<file path="src/logic/synth_pkg.sv">
package synth_pkg;

    //----------------------------------------
    // Widths
    //----------------------------------------

    localparam int phase_w  = 16;  // Phase accumulator
    localparam int index_w  = 8;   // 256 points per cycle
    localparam int sample_w = 15;  // One voice, signed
    localparam int sound_w  = 16;  // Two voices summed, no saturation
    localparam int note_w   = 4;
    localparam int octave_w = 3;
    localparam int n_voices = 2;
    localparam int n_notes  = 12;  // C .. B, the rest are silent

    // Phase steps for octave 0, C near 381 Hz at 390.6 kHz sample rate
    localparam logic [phase_w - 1:0] base_step [n_notes] = '{
        16'd64,  16'd68,  16'd72,  16'd76,   // C  C# D  D#
        16'd81,  16'd85,  16'd91,  16'd96,   // E  F  F# G
        16'd102, 16'd108, 16'd114, 16'd121   // G# A  A# B
    };

    // abcdefgh, one entry per note value
    localparam logic [7:0] seg_pattern [16] = '{
        8'b10011100, 8'b10011101,  // C  C#
        8'b01111010, 8'b01111011,  // D  D#
        8'b10011110, 8'b10001110,  // E  F
        8'b10001111, 8'b10111100,  // F# G
        8'b10111101, 8'b11101110,  // G# A
        8'b11101111, 8'b00111110,  // A# B
        8'b00000000, 8'b00000000,  // Silent codes blank
        8'b00000000, 8'b00000000
    };

    // Note codes past B mute the voice
    function automatic logic note_silent(input logic [note_w - 1:0] note);
        return note >= n_notes;
    endfunction

endpackage

</file>
<file path="src/logic/tone_voice.sv">
`timescale 1ns/1ps

module tone_voice
    import synth_pkg::*;
(
    input  logic                        clk,
    input  logic                        rst,
    input  logic                        sample_tick,
    input  logic        [note_w   - 1:0] note,
    input  logic        [octave_w - 1:0] octave,
    input  logic                        req_ready,
    input  logic                        rsp_valid,
    input  logic signed [sample_w - 1:0] rsp_data,
    output logic                        req_valid,
    output logic        [index_w  - 1:0] req_index,
    output logic signed [sample_w - 1:0] sample,
    output logic                        sample_valid
);

    typedef enum logic [1:0] {
        st_idle,   // Waiting for the next sample tick
        st_req,    // Asking the arbiter for the table
        st_wait    // Granted, table answers next cycle
    } state_t;

    state_t state;

    logic [phase_w - 1:0] phase;       // Committed phase
    logic [phase_w - 1:0] step;        // Step latched on the tick
    logic [phase_w - 1:0] tick_step;
    logic [phase_w - 1:0] next_phase;

    //----------------------------------------
    // Step and index
    //----------------------------------------

    // Silent voice holds its phase
    assign tick_step  = note_silent(note) ? '0 : base_step[note] << octave;
    assign next_phase = phase + step;  // Wraps mod 2^phase_w

    assign req_index = next_phase[phase_w - 1 -: index_w];  // Top bits pick the point
    assign req_valid = (state == st_req);

    //----------------------------------------
    // Fetch FSM
    //----------------------------------------

    always_ff @(posedge clk or posedge rst) begin
        if (rst) begin
            state        <= st_idle;
            phase        <= '0;
            step         <= '0;
            sample       <= '0;
            sample_valid <= 1'b0;
        end else begin
            sample_valid <= 1'b0;  // One-cycle pulse
            case (state)
                st_idle: begin
                    if (sample_tick) begin
                        step <= tick_step;
                        if (note_silent(note)) begin
                            sample       <= '0;    // No fetch, just zero
                            sample_valid <= 1'b1;
                        end else begin
                            state <= st_req;
                        end
                    end
                end
                st_req: begin
                    if (req_ready) begin
                        phase <= next_phase;  // Commit on handshake
                        state <= st_wait;
                    end
                end
                st_wait: begin
                    if (rsp_valid) begin
                        sample       <= rsp_data;
                        sample_valid <= 1'b1;
                        state        <= st_idle;
                    end
                end
                default: state <= st_idle;
            endcase
        end
    end

endmodule

</file>
<file path="src/logic/wave_table_arbiter.sv">
`timescale 1ns/1ps

module wave_table_arbiter
    import synth_pkg::*;
(
    input  logic                        clk,
    input  logic                        rst,
    input  logic        [n_voices - 1:0] req_valid,
    input  logic        [index_w  - 1:0] req_index_0,
    input  logic        [index_w  - 1:0] req_index_1,
    input  logic signed [sample_w - 1:0] rd_data,
    output logic        [n_voices - 1:0] req_ready,
    output logic                        rd_en,
    output logic        [index_w  - 1:0] rd_index,
    output logic        [n_voices - 1:0] rsp_valid,
    output logic signed [sample_w - 1:0] rsp_data
);

    logic                  last_grant;  // High when voice 1 won last
    logic [n_voices - 1:0] grant;
    logic [n_voices - 1:0] rsp_sel;     // Owner of the read in flight

    //----------------------------------------
    // Round-robin grant
    //----------------------------------------

    // On a tie the voice that did not win last time goes first
    assign grant[0] = req_valid[0] & (~req_valid[1] |  last_grant);
    assign grant[1] = req_valid[1] & (~req_valid[0] | ~last_grant);

    assign req_ready = grant;
    assign rd_en     = |grant;
    assign rd_index  = grant[1] ? req_index_1 : req_index_0;

    always_ff @(posedge clk or posedge rst) begin
        if (rst) begin
            last_grant <= 1'b1;  // Voice 0 first out of reset
            rsp_sel    <= '0;
        end else begin
            rsp_sel <= grant;    // Table answers one cycle later
            if (|grant)
                last_grant <= grant[1];
        end
    end

    //----------------------------------------
    // Response routing
    //----------------------------------------

    // Data is shared, only the owner sees valid
    assign rsp_valid = rsp_sel;
    assign rsp_data  = rd_data;

endmodule

</file>
<file path="src/logic/wave_table.sv">
`timescale 1ns/1ps

module wave_table
    import synth_pkg::*;
(
    input  logic                        clk,
    input  logic                        rst,
    input  logic                        rd_en,
    input  logic        [index_w  - 1:0] rd_index,
    output logic signed [sample_w - 1:0] rd_data
);

    localparam int q_len = 1 << (index_w - 2);  // Points per quarter

    // sin(k * pi / 128) * 16383, k = 0 .. 64
    localparam logic [sample_w - 2:0] quarter [q_len + 1] = '{
            0,   402,   804,  1205,  1606,  2005,  2404,  2801,
         3196,  3590,  3981,  4370,  4756,  5139,  5519,  5896,
         6270,  6639,  7005,  7366,  7723,  8075,  8423,  8765,
         9102,  9434,  9759, 10079, 10393, 10701, 11002, 11297,
        11585, 11865, 12139, 12405, 12664, 12916, 13159, 13395,
        13622, 13841, 14052, 14255, 14449, 14634, 14810, 14978,
        15136, 15285, 15425, 15556, 15678, 15790, 15892, 15985,
        16068, 16142, 16206, 16260, 16304, 16339, 16363, 16378,
        16383
    };

    logic [index_w - 2:0]  addr;   // 0 .. 64
    logic [sample_w - 2:0] mag;
    logic                  neg;

    //----------------------------------------
    // Fold the index onto one quarter
    //----------------------------------------

    // Falling quarters read the table backwards
    assign addr = rd_index[index_w - 2] ?
                  (index_w - 1)'(q_len) - {1'b0, rd_index[index_w - 3:0]} :
                  {1'b0, rd_index[index_w - 3:0]};

    assign mag = quarter[addr];
    assign neg = rd_index[index_w - 1];  // Second half is negative

    always_ff @(posedge clk or posedge rst) begin
        if (rst)
            rd_data <= '0;
        else if (rd_en)
            rd_data <= neg ? -$signed({1'b0, mag}) : $signed({1'b0, mag});
    end

endmodule

</file>
<file path="src/logic/voice_mixer.sv">
`timescale 1ns/1ps

module voice_mixer
    import synth_pkg::*;
#(
    parameter int sample_div = 64  // Clocks per sample
)
(
    input  logic                        clk,
    input  logic                        rst,
    input  logic signed [sample_w - 1:0] sample_0,
    input  logic signed [sample_w - 1:0] sample_1,
    input  logic                        sample_valid_0,
    input  logic                        sample_valid_1,
    output logic                        sample_tick,
    output logic signed [sound_w  - 1:0] sound,
    output logic                        sound_valid
);

    localparam int cnt_w = $clog2(sample_div);

    logic [cnt_w - 1:0]           div_cnt;
    logic                         got_0, got_1;    // Arrived since last tick
    logic                         have_0, have_1;  // Arrived by now
    logic signed [sample_w - 1:0] held_0, held_1;
    logic signed [sample_w - 1:0] cur_0, cur_1;

    //----------------------------------------
    // Sample rate divider
    //----------------------------------------

    always_ff @(posedge clk or posedge rst) begin
        if (rst) begin
            div_cnt     <= '0;
            sample_tick <= 1'b0;
        end else if (div_cnt == cnt_w'(sample_div - 1)) begin
            div_cnt     <= '0;
            sample_tick <= 1'b1;
        end else begin
            div_cnt     <= div_cnt + 1'b1;
            sample_tick <= 1'b0;
        end
    end

    //----------------------------------------
    // Collect both voices, then sum
    //----------------------------------------

    assign have_0 = got_0 | sample_valid_0;
    assign have_1 = got_1 | sample_valid_1;
    assign cur_0  = sample_valid_0 ? sample_0 : held_0;  // Bypass a late arrival
    assign cur_1  = sample_valid_1 ? sample_1 : held_1;

    always_ff @(posedge clk) begin
        if (sample_valid_0)
            held_0 <= sample_0;
        if (sample_valid_1)
            held_1 <= sample_1;
    end

    always_ff @(posedge clk or posedge rst) begin
        if (rst) begin
            got_0       <= 1'b0;
            got_1       <= 1'b0;
            sound       <= '0;
            sound_valid <= 1'b0;
        end else begin
            sound_valid <= 1'b0;
            if (have_0 && have_1) begin
                sound       <= cur_0 + cur_1;  // Sign extended, cannot overflow
                sound_valid <= 1'b1;
                got_0       <= 1'b0;
                got_1       <= 1'b0;
            end else begin
                got_0 <= have_0;
                got_1 <= have_1;
            end
        end
    end

endmodule

</file>
<file path="src/logic/note_display.sv">
`timescale 1ns/1ps

module note_display
    import synth_pkg::*;
#(
    parameter int scan_div = 16  // Clocks per digit
)
(
    input  logic                clk,
    input  logic                rst,
    input  logic [note_w - 1:0] note_0,
    input  logic [note_w - 1:0] note_1,
    output logic [         7:0] abcdefgh,
    output logic [         1:0] digit       // One-hot, bit 0 is voice 0
);

    localparam int cnt_w = $clog2(scan_div);

    logic [cnt_w  - 1:0] scan_cnt;
    logic [         1:0] digit_next;
    logic [note_w - 1:0] shown;      // Note for the digit lit next cycle

    // Rotate the one-hot select at the end of each slot
    assign digit_next = (scan_cnt == cnt_w'(scan_div - 1)) ? {digit[0], digit[1]} : digit;

    // Pattern follows the digit that is about to be lit
    assign shown = digit_next[0] ? note_0 : note_1;

    always_ff @(posedge clk or posedge rst) begin
        if (rst) begin
            scan_cnt <= '0;
            digit    <= 2'b01;  // Digit 0 first
            abcdefgh <= '0;     // Blank
        end else begin
            if (scan_cnt == cnt_w'(scan_div - 1))
                scan_cnt <= '0;
            else
                scan_cnt <= scan_cnt + 1'b1;
            digit    <= digit_next;
            abcdefgh <= seg_pattern[shown];  // Codes 12 .. 15 are blank
        end
    end

endmodule

</file>
<file path="src/logic/synth_top.sv">
`timescale 1ns/1ps

module synth_top
    import synth_pkg::*;
#(
    parameter int sample_div = 64,
    parameter int scan_div   = 16
)
(
    input  logic                  clk,
    input  logic                  rst,
    input  logic [note_w   - 1:0] note_0,
    input  logic [note_w   - 1:0] note_1,
    input  logic [octave_w - 1:0] octave_0,
    input  logic [octave_w - 1:0] octave_1,
    output logic [sound_w  - 1:0] sound,
    output logic                  sound_valid,
    output logic [           7:0] abcdefgh,
    output logic [           1:0] digit
);

    logic                        sample_tick;
    logic                        req_valid_0, req_valid_1;
    logic        [index_w  - 1:0] req_index_0, req_index_1;
    logic        [n_voices - 1:0] req_ready;
    logic        [n_voices - 1:0] rsp_valid;
    logic signed [sample_w - 1:0] rsp_data;
    logic signed [sample_w - 1:0] sample_0, sample_1;
    logic                        sample_valid_0, sample_valid_1;
    logic                        rd_en;
    logic        [index_w  - 1:0] rd_index;
    logic signed [sample_w - 1:0] rd_data;

    //----------------------------------------
    // Voices
    //----------------------------------------

    tone_voice voice_0 (
        .clk          (clk),
        .rst          (rst),
        .sample_tick  (sample_tick),
        .note         (note_0),
        .octave       (octave_0),
        .req_ready    (req_ready[0]),
        .rsp_valid    (rsp_valid[0]),
        .rsp_data     (rsp_data),
        .req_valid    (req_valid_0),
        .req_index    (req_index_0),
        .sample       (sample_0),
        .sample_valid (sample_valid_0)
    );

    tone_voice voice_1 (
        .clk          (clk),
        .rst          (rst),
        .sample_tick  (sample_tick),
        .note         (note_1),
        .octave       (octave_1),
        .req_ready    (req_ready[1]),
        .rsp_valid    (rsp_valid[1]),
        .rsp_data     (rsp_data),
        .req_valid    (req_valid_1),
        .req_index    (req_index_1),
        .sample       (sample_1),
        .sample_valid (sample_valid_1)
    );

    //----------------------------------------
    // Shared wave table
    //----------------------------------------

    wave_table_arbiter arbiter (
        .clk         (clk),
        .rst         (rst),
        .req_valid   ({req_valid_1, req_valid_0}),
        .req_index_0 (req_index_0),
        .req_index_1 (req_index_1),
        .rd_data     (rd_data),
        .req_ready   (req_ready),
        .rd_en       (rd_en),
        .rd_index    (rd_index),
        .rsp_valid   (rsp_valid),
        .rsp_data    (rsp_data)
    );

    wave_table table_rom (
        .clk      (clk),
        .rst      (rst),
        .rd_en    (rd_en),
        .rd_index (rd_index),
        .rd_data  (rd_data)
    );

    //----------------------------------------
    // Output side
    //----------------------------------------

    voice_mixer #(
        .sample_div (sample_div)
    ) mixer (
        .clk            (clk),
        .rst            (rst),
        .sample_0       (sample_0),
        .sample_1       (sample_1),
        .sample_valid_0 (sample_valid_0),
        .sample_valid_1 (sample_valid_1),
        .sample_tick    (sample_tick),
        .sound          (sound),
        .sound_valid    (sound_valid)
    );

    note_display #(
        .scan_div (scan_div)
    ) display (
        .clk      (clk),
        .rst      (rst),
        .note_0   (note_0),
        .note_1   (note_1),
        .abcdefgh (abcdefgh),
        .digit    (digit)
    );

endmodule

</file>
<file path="config.mk">
export PLATFORM = sky130hd
export DESIGN_NAME = synth_top
export DESIGN_NICKNAME = d
export VERILOG_FILES = /design/src/logic/synth_pkg.sv /design/src/logic/tone_voice.sv /design/src/logic/wave_table_arbiter.sv /design/src/logic/wave_table.sv /design/src/logic/voice_mixer.sv /design/src/logic/note_display.sv /design/src/logic/synth_top.sv
export SDC_FILE = /design/constraint.sdc
export NUM_CORES = 1
export LEC_CHECK = 0
export ABC_AREA = 1
export BUFFER_PORTS_ARGS = -buffer_cell sky130_fd_sc_hd__buf_2
export CORE_ASPECT_RATIO = 1.1
export CORE_MARGIN = 3
export CORE_UTILIZATION = 33
export DETAILED_ROUTE_END_ITERATION = 10
export PLACE_DENSITY = 0.51
export SYNTH_ARGS = -nofsm -noshare
export SYNTH_HDL_FRONTEND = slang
export SYNTH_HIERARCHICAL = 1
export SYNTH_SLANG_ARGS = --single-unit
</file>
<file path="constraint.sdc">
create_clock -name clk -period 13.45 [get_ports clk]
set_input_delay 2.69 -clock clk [delete_from_list [all_inputs] [get_ports clk]]
set_output_delay 2.69 -clock clk [all_outputs]
set_load 0.05 [all_outputs]
</file>
==> qor.txt <==
Syn-to-layout area delta -> 6.88%
die extent in y -> 214 µm
drc violations -> 0
CTS buffer count -> 17
ANT cells -> 0
Mean Syn Cell Area -> 6.91 µm²
Seq cells post-synth -> 184
Max Freq -> 200 MHz
Hold Vio Cnt, Final -> 0
pre-CTS WS -> 8.45 ns
final worst-path setup slack -> 8.45 ns
routed vias/inst -> 4.73
vias in the first global route -> 10915
initial antenna violation count -> 0
Final setup viols -> 0
Sw Pwr -> 280 µW
met3 routed WL -> 1.21 mm
Slew Limit Headroom -> 0.247
drt total wl -> 32.0 mm
CP startpoint kind -> register
antenna viol nets, final -> 0
Crit path top cell by count -> nand2_1
CTS Buffer Depth -> 2
Routed met2 length -> 16.2 mm
worst hold path endpoint -> mixer/held_1[10]
combinational share of power -> 0.044
total power -> 1090 µW
gr usage total -> 0.157
worst skew pair latency -> 0.45 ns
post-DP HPWL -> 24.7 mm
top layer in use -> met4
FILL cells -> 4127
Port Buffers -> 42
post-synth top area cell -> dfrtp_1
pwr dens -> 79.1 nW/µm²
WP data arrival -> 5.35 ns
Ports -> 43
M1 wire length -> 14.2 mm
drt initial violations -> 762
critical path's slowest cell -> fa_1
row cnt -> 75
synth warn -> 6
Leakage Power -> 0.00706 µW
r2r endpoint -> table_rom/rd_data[12]
fraction of registers with async set/reset -> 0.837
CTS tree -> yes
count leader, synth -> nand2_1
most frequent cells after synthesis -> 699 x nand2_1, 250 x nand3_1, 205 x inv_1
hold depth -> 2
Worst-path clk slew -> 0.08 ns
Min Clock Period, post-route -> 5.00 ns
CTS root buffer -> clkbuf_16
RePlAce Congestion -> 0.902
RSZ-0062 raised after global routing -> no
htree depth -> 4
Setup CP Type -> register to register
worst slew pin tran -> 1.13 ns
Post-synth top flop -> dfrtp_1
fraction of final layout cells with drive strength greater than 1 -> 0.110
DR vias -> 11219
Hold Crit Class -> register to register
synth top area cells -> dfrtp_1 29%, nand2_1 20%, nand3_1 9.7%
largest net degree at the start of global routing -> 44
sw frac -> 0.256
CP delay by family, top -> simple AND/OR/NAND/NOR gates
EDFF count, synth -> 0
CP max stage delay -> 0.42 ns
Final TNS setup -> 0 ns
Gate Count Post-Synth -> 1872
Clock power frac -> 0.449
Flop pwr share -> 0.506
Worst R2R Path Depth -> 30
max_cap viols -> 0
Post-Place Cells -> 2339
final cell count without fillers -> 2371
Die X -> 195 µm
mapped cell area -> 12900 µm²
Die ar. -> 41600 µm²
reg-to-reg setup timing slack -> 8.45 ns
HP Start -> mixer/held_1[10]
Yosys top cell area share -> 0.294
run status -> complete, no violations
Max VDD drop -> 0.0992 mV
RR Startpoint -> voice_1/phase[0]
Worst Skew -> 0.0157 ns
cts repair resizes -> 0
Initial Utilization -> 0.337
synth unique cells -> 45
grt ovf -> 0
NumNets Final -> 1939
final worst-path cycle share -> 0.372
first-pass GRT wire length -> 53.8 mm
wire per inst -> 13.5 µm
Hold Buf Count CTS -> 0
Worst EP required -> 13.80 ns
Core Region -> 38400 µm²
Buf/Inv on CP -> 1
CTS sink cnt -> 184
internal cell power -> 814 µW
crit path max fanout -> 10
sequential fraction of the synthesis area -> 0.345
Syn Nets -> 1953
Final Max Tran Viols -> 0
crit end category -> register
DRT Pass-1 Iters -> 5
postcts setup bufs -> 0
[worst min-delay path, cell delays in order (launching register included)]
cell and delay, ns:
dfxtp_1 0.31, nand2_1 0.05, nand2_1 0.06
[how the worst max path moves through the flow]
stage	endpoint	startpoint	slack (ns)	cells after the start
after floorplan	table_rom/rd_data[12]	voice_1/phase[0]	9.18	31
after global placement	table_rom/rd_data[12]	voice_0/phase[0]	8.54	30
after detailed placement	table_rom/rd_data[12]	voice_1/phase[0]	8.45	30
after CTS	table_rom/rd_data[12]	voice_0/phase[0]	8.44	30
after global routing	table_rom/rd_data[12]	voice_1/phase[0]	7.99	30
final	table_rom/rd_data[12]	voice_1/phase[0]	8.45	30
[metrics by stage]
stage	area (µm²)	util	hold WS [ns]
5_1_grt	13800	0.360	0.480
3_5_place_dp	13200	0.345	0.441
2_1_floorplan	12900	-	0.419
3_3_place_gp	13200	0.345	0.431
4_1_cts	13800	0.360	0.460
6_report	13800	0.360	0.453
[kinds of logic (layout without fill, tap and decap cells)]
family	Yosys count	in the layout	synth area share
AO/OA/AOI/OAI	139	139	0.0638
buffers and inverters	310	309	0.109
AND/OR/NAND/NOR	1154	1154	0.404
XOR/XNOR	20	20	0.0135
adder cells (fa/ha/maj)	65	65	0.0646
flip-flops	184	184	0.345
[area by class of cell]
type / count / area (µm²) / share of cell area
Clock buffer: 18 / 439 / 0.0318
Inverter: 232 / 873 / 0.0632
Multi-Input combinational cell: 1378 / 7060 / 0.511
Timing Repair Buffer: 45 / 233 / 0.0168
Sequential cell: 184 / 4460 / 0.322
Clock inverter: 14 / 133 / 0.00960
Tap cell: 500 / 626 / 0.0453
[routing by layer]
layer  up-vias  GRT usage
met2       181      0.285
met1      5142      0.194
met5         -          0
li1       5872          -
met4         0     0.0379
met3        24     0.0281
[power by group through the flow]
stage | clock network (µW) | logic, µW | registers, µW
floorplan | 0 | 26.4 | 572
global placement | 0 | 49.4 | 565
detailed placement | 0 | 49.5 | 565
CTS | 511 | 49.7 | 554
global route | 533 | 55.6 | 554
finish | 491 | 48.7 | 554
[cells in the final DEF, fill, tap and decap left out, drive strengths merged]
master    netlist  routed
a31oi           2       2
o211ai          4       4
nor2           79      79
nand3b         12      12
o21ai          85      85
xnor2           8       8
and2           19      19
inv           229     236
nand2         742     742
a21oi          43      43
dfxtp          30      30
nor3           12      12
buf            71      45
o22ai           1       1
clkbuf          7      18
xor2           12      12
nand3         264     264
dfrtp         152     152
clkinvlp        0       4
clkinv          3       6
or2            11      11
fa              3       3
nand4          15      15
ha             62      62
dfstp           2       2
o31ai           4       4
[sequential cells by signal, summed over array words and instances, names as in the netlist, 2 cells and up]
name               flops
mixer/sound           16
voice_0/sample        15
voice_1/sample        15
mixer/held_0          15
voice_1/phase         16
display/scan_cnt       4
display/abcdefgh       8
display/digit          2
voice_0/phase         16
mixer/held_1          15
mixer/div_cnt          6
arbiter/rsp_valid      2
voice_0/state          2
voice_1/state          2
voice_0/step          14
voice_1/step          14
table_rom/rd_data     15
(Power assumes the default switching activity.)
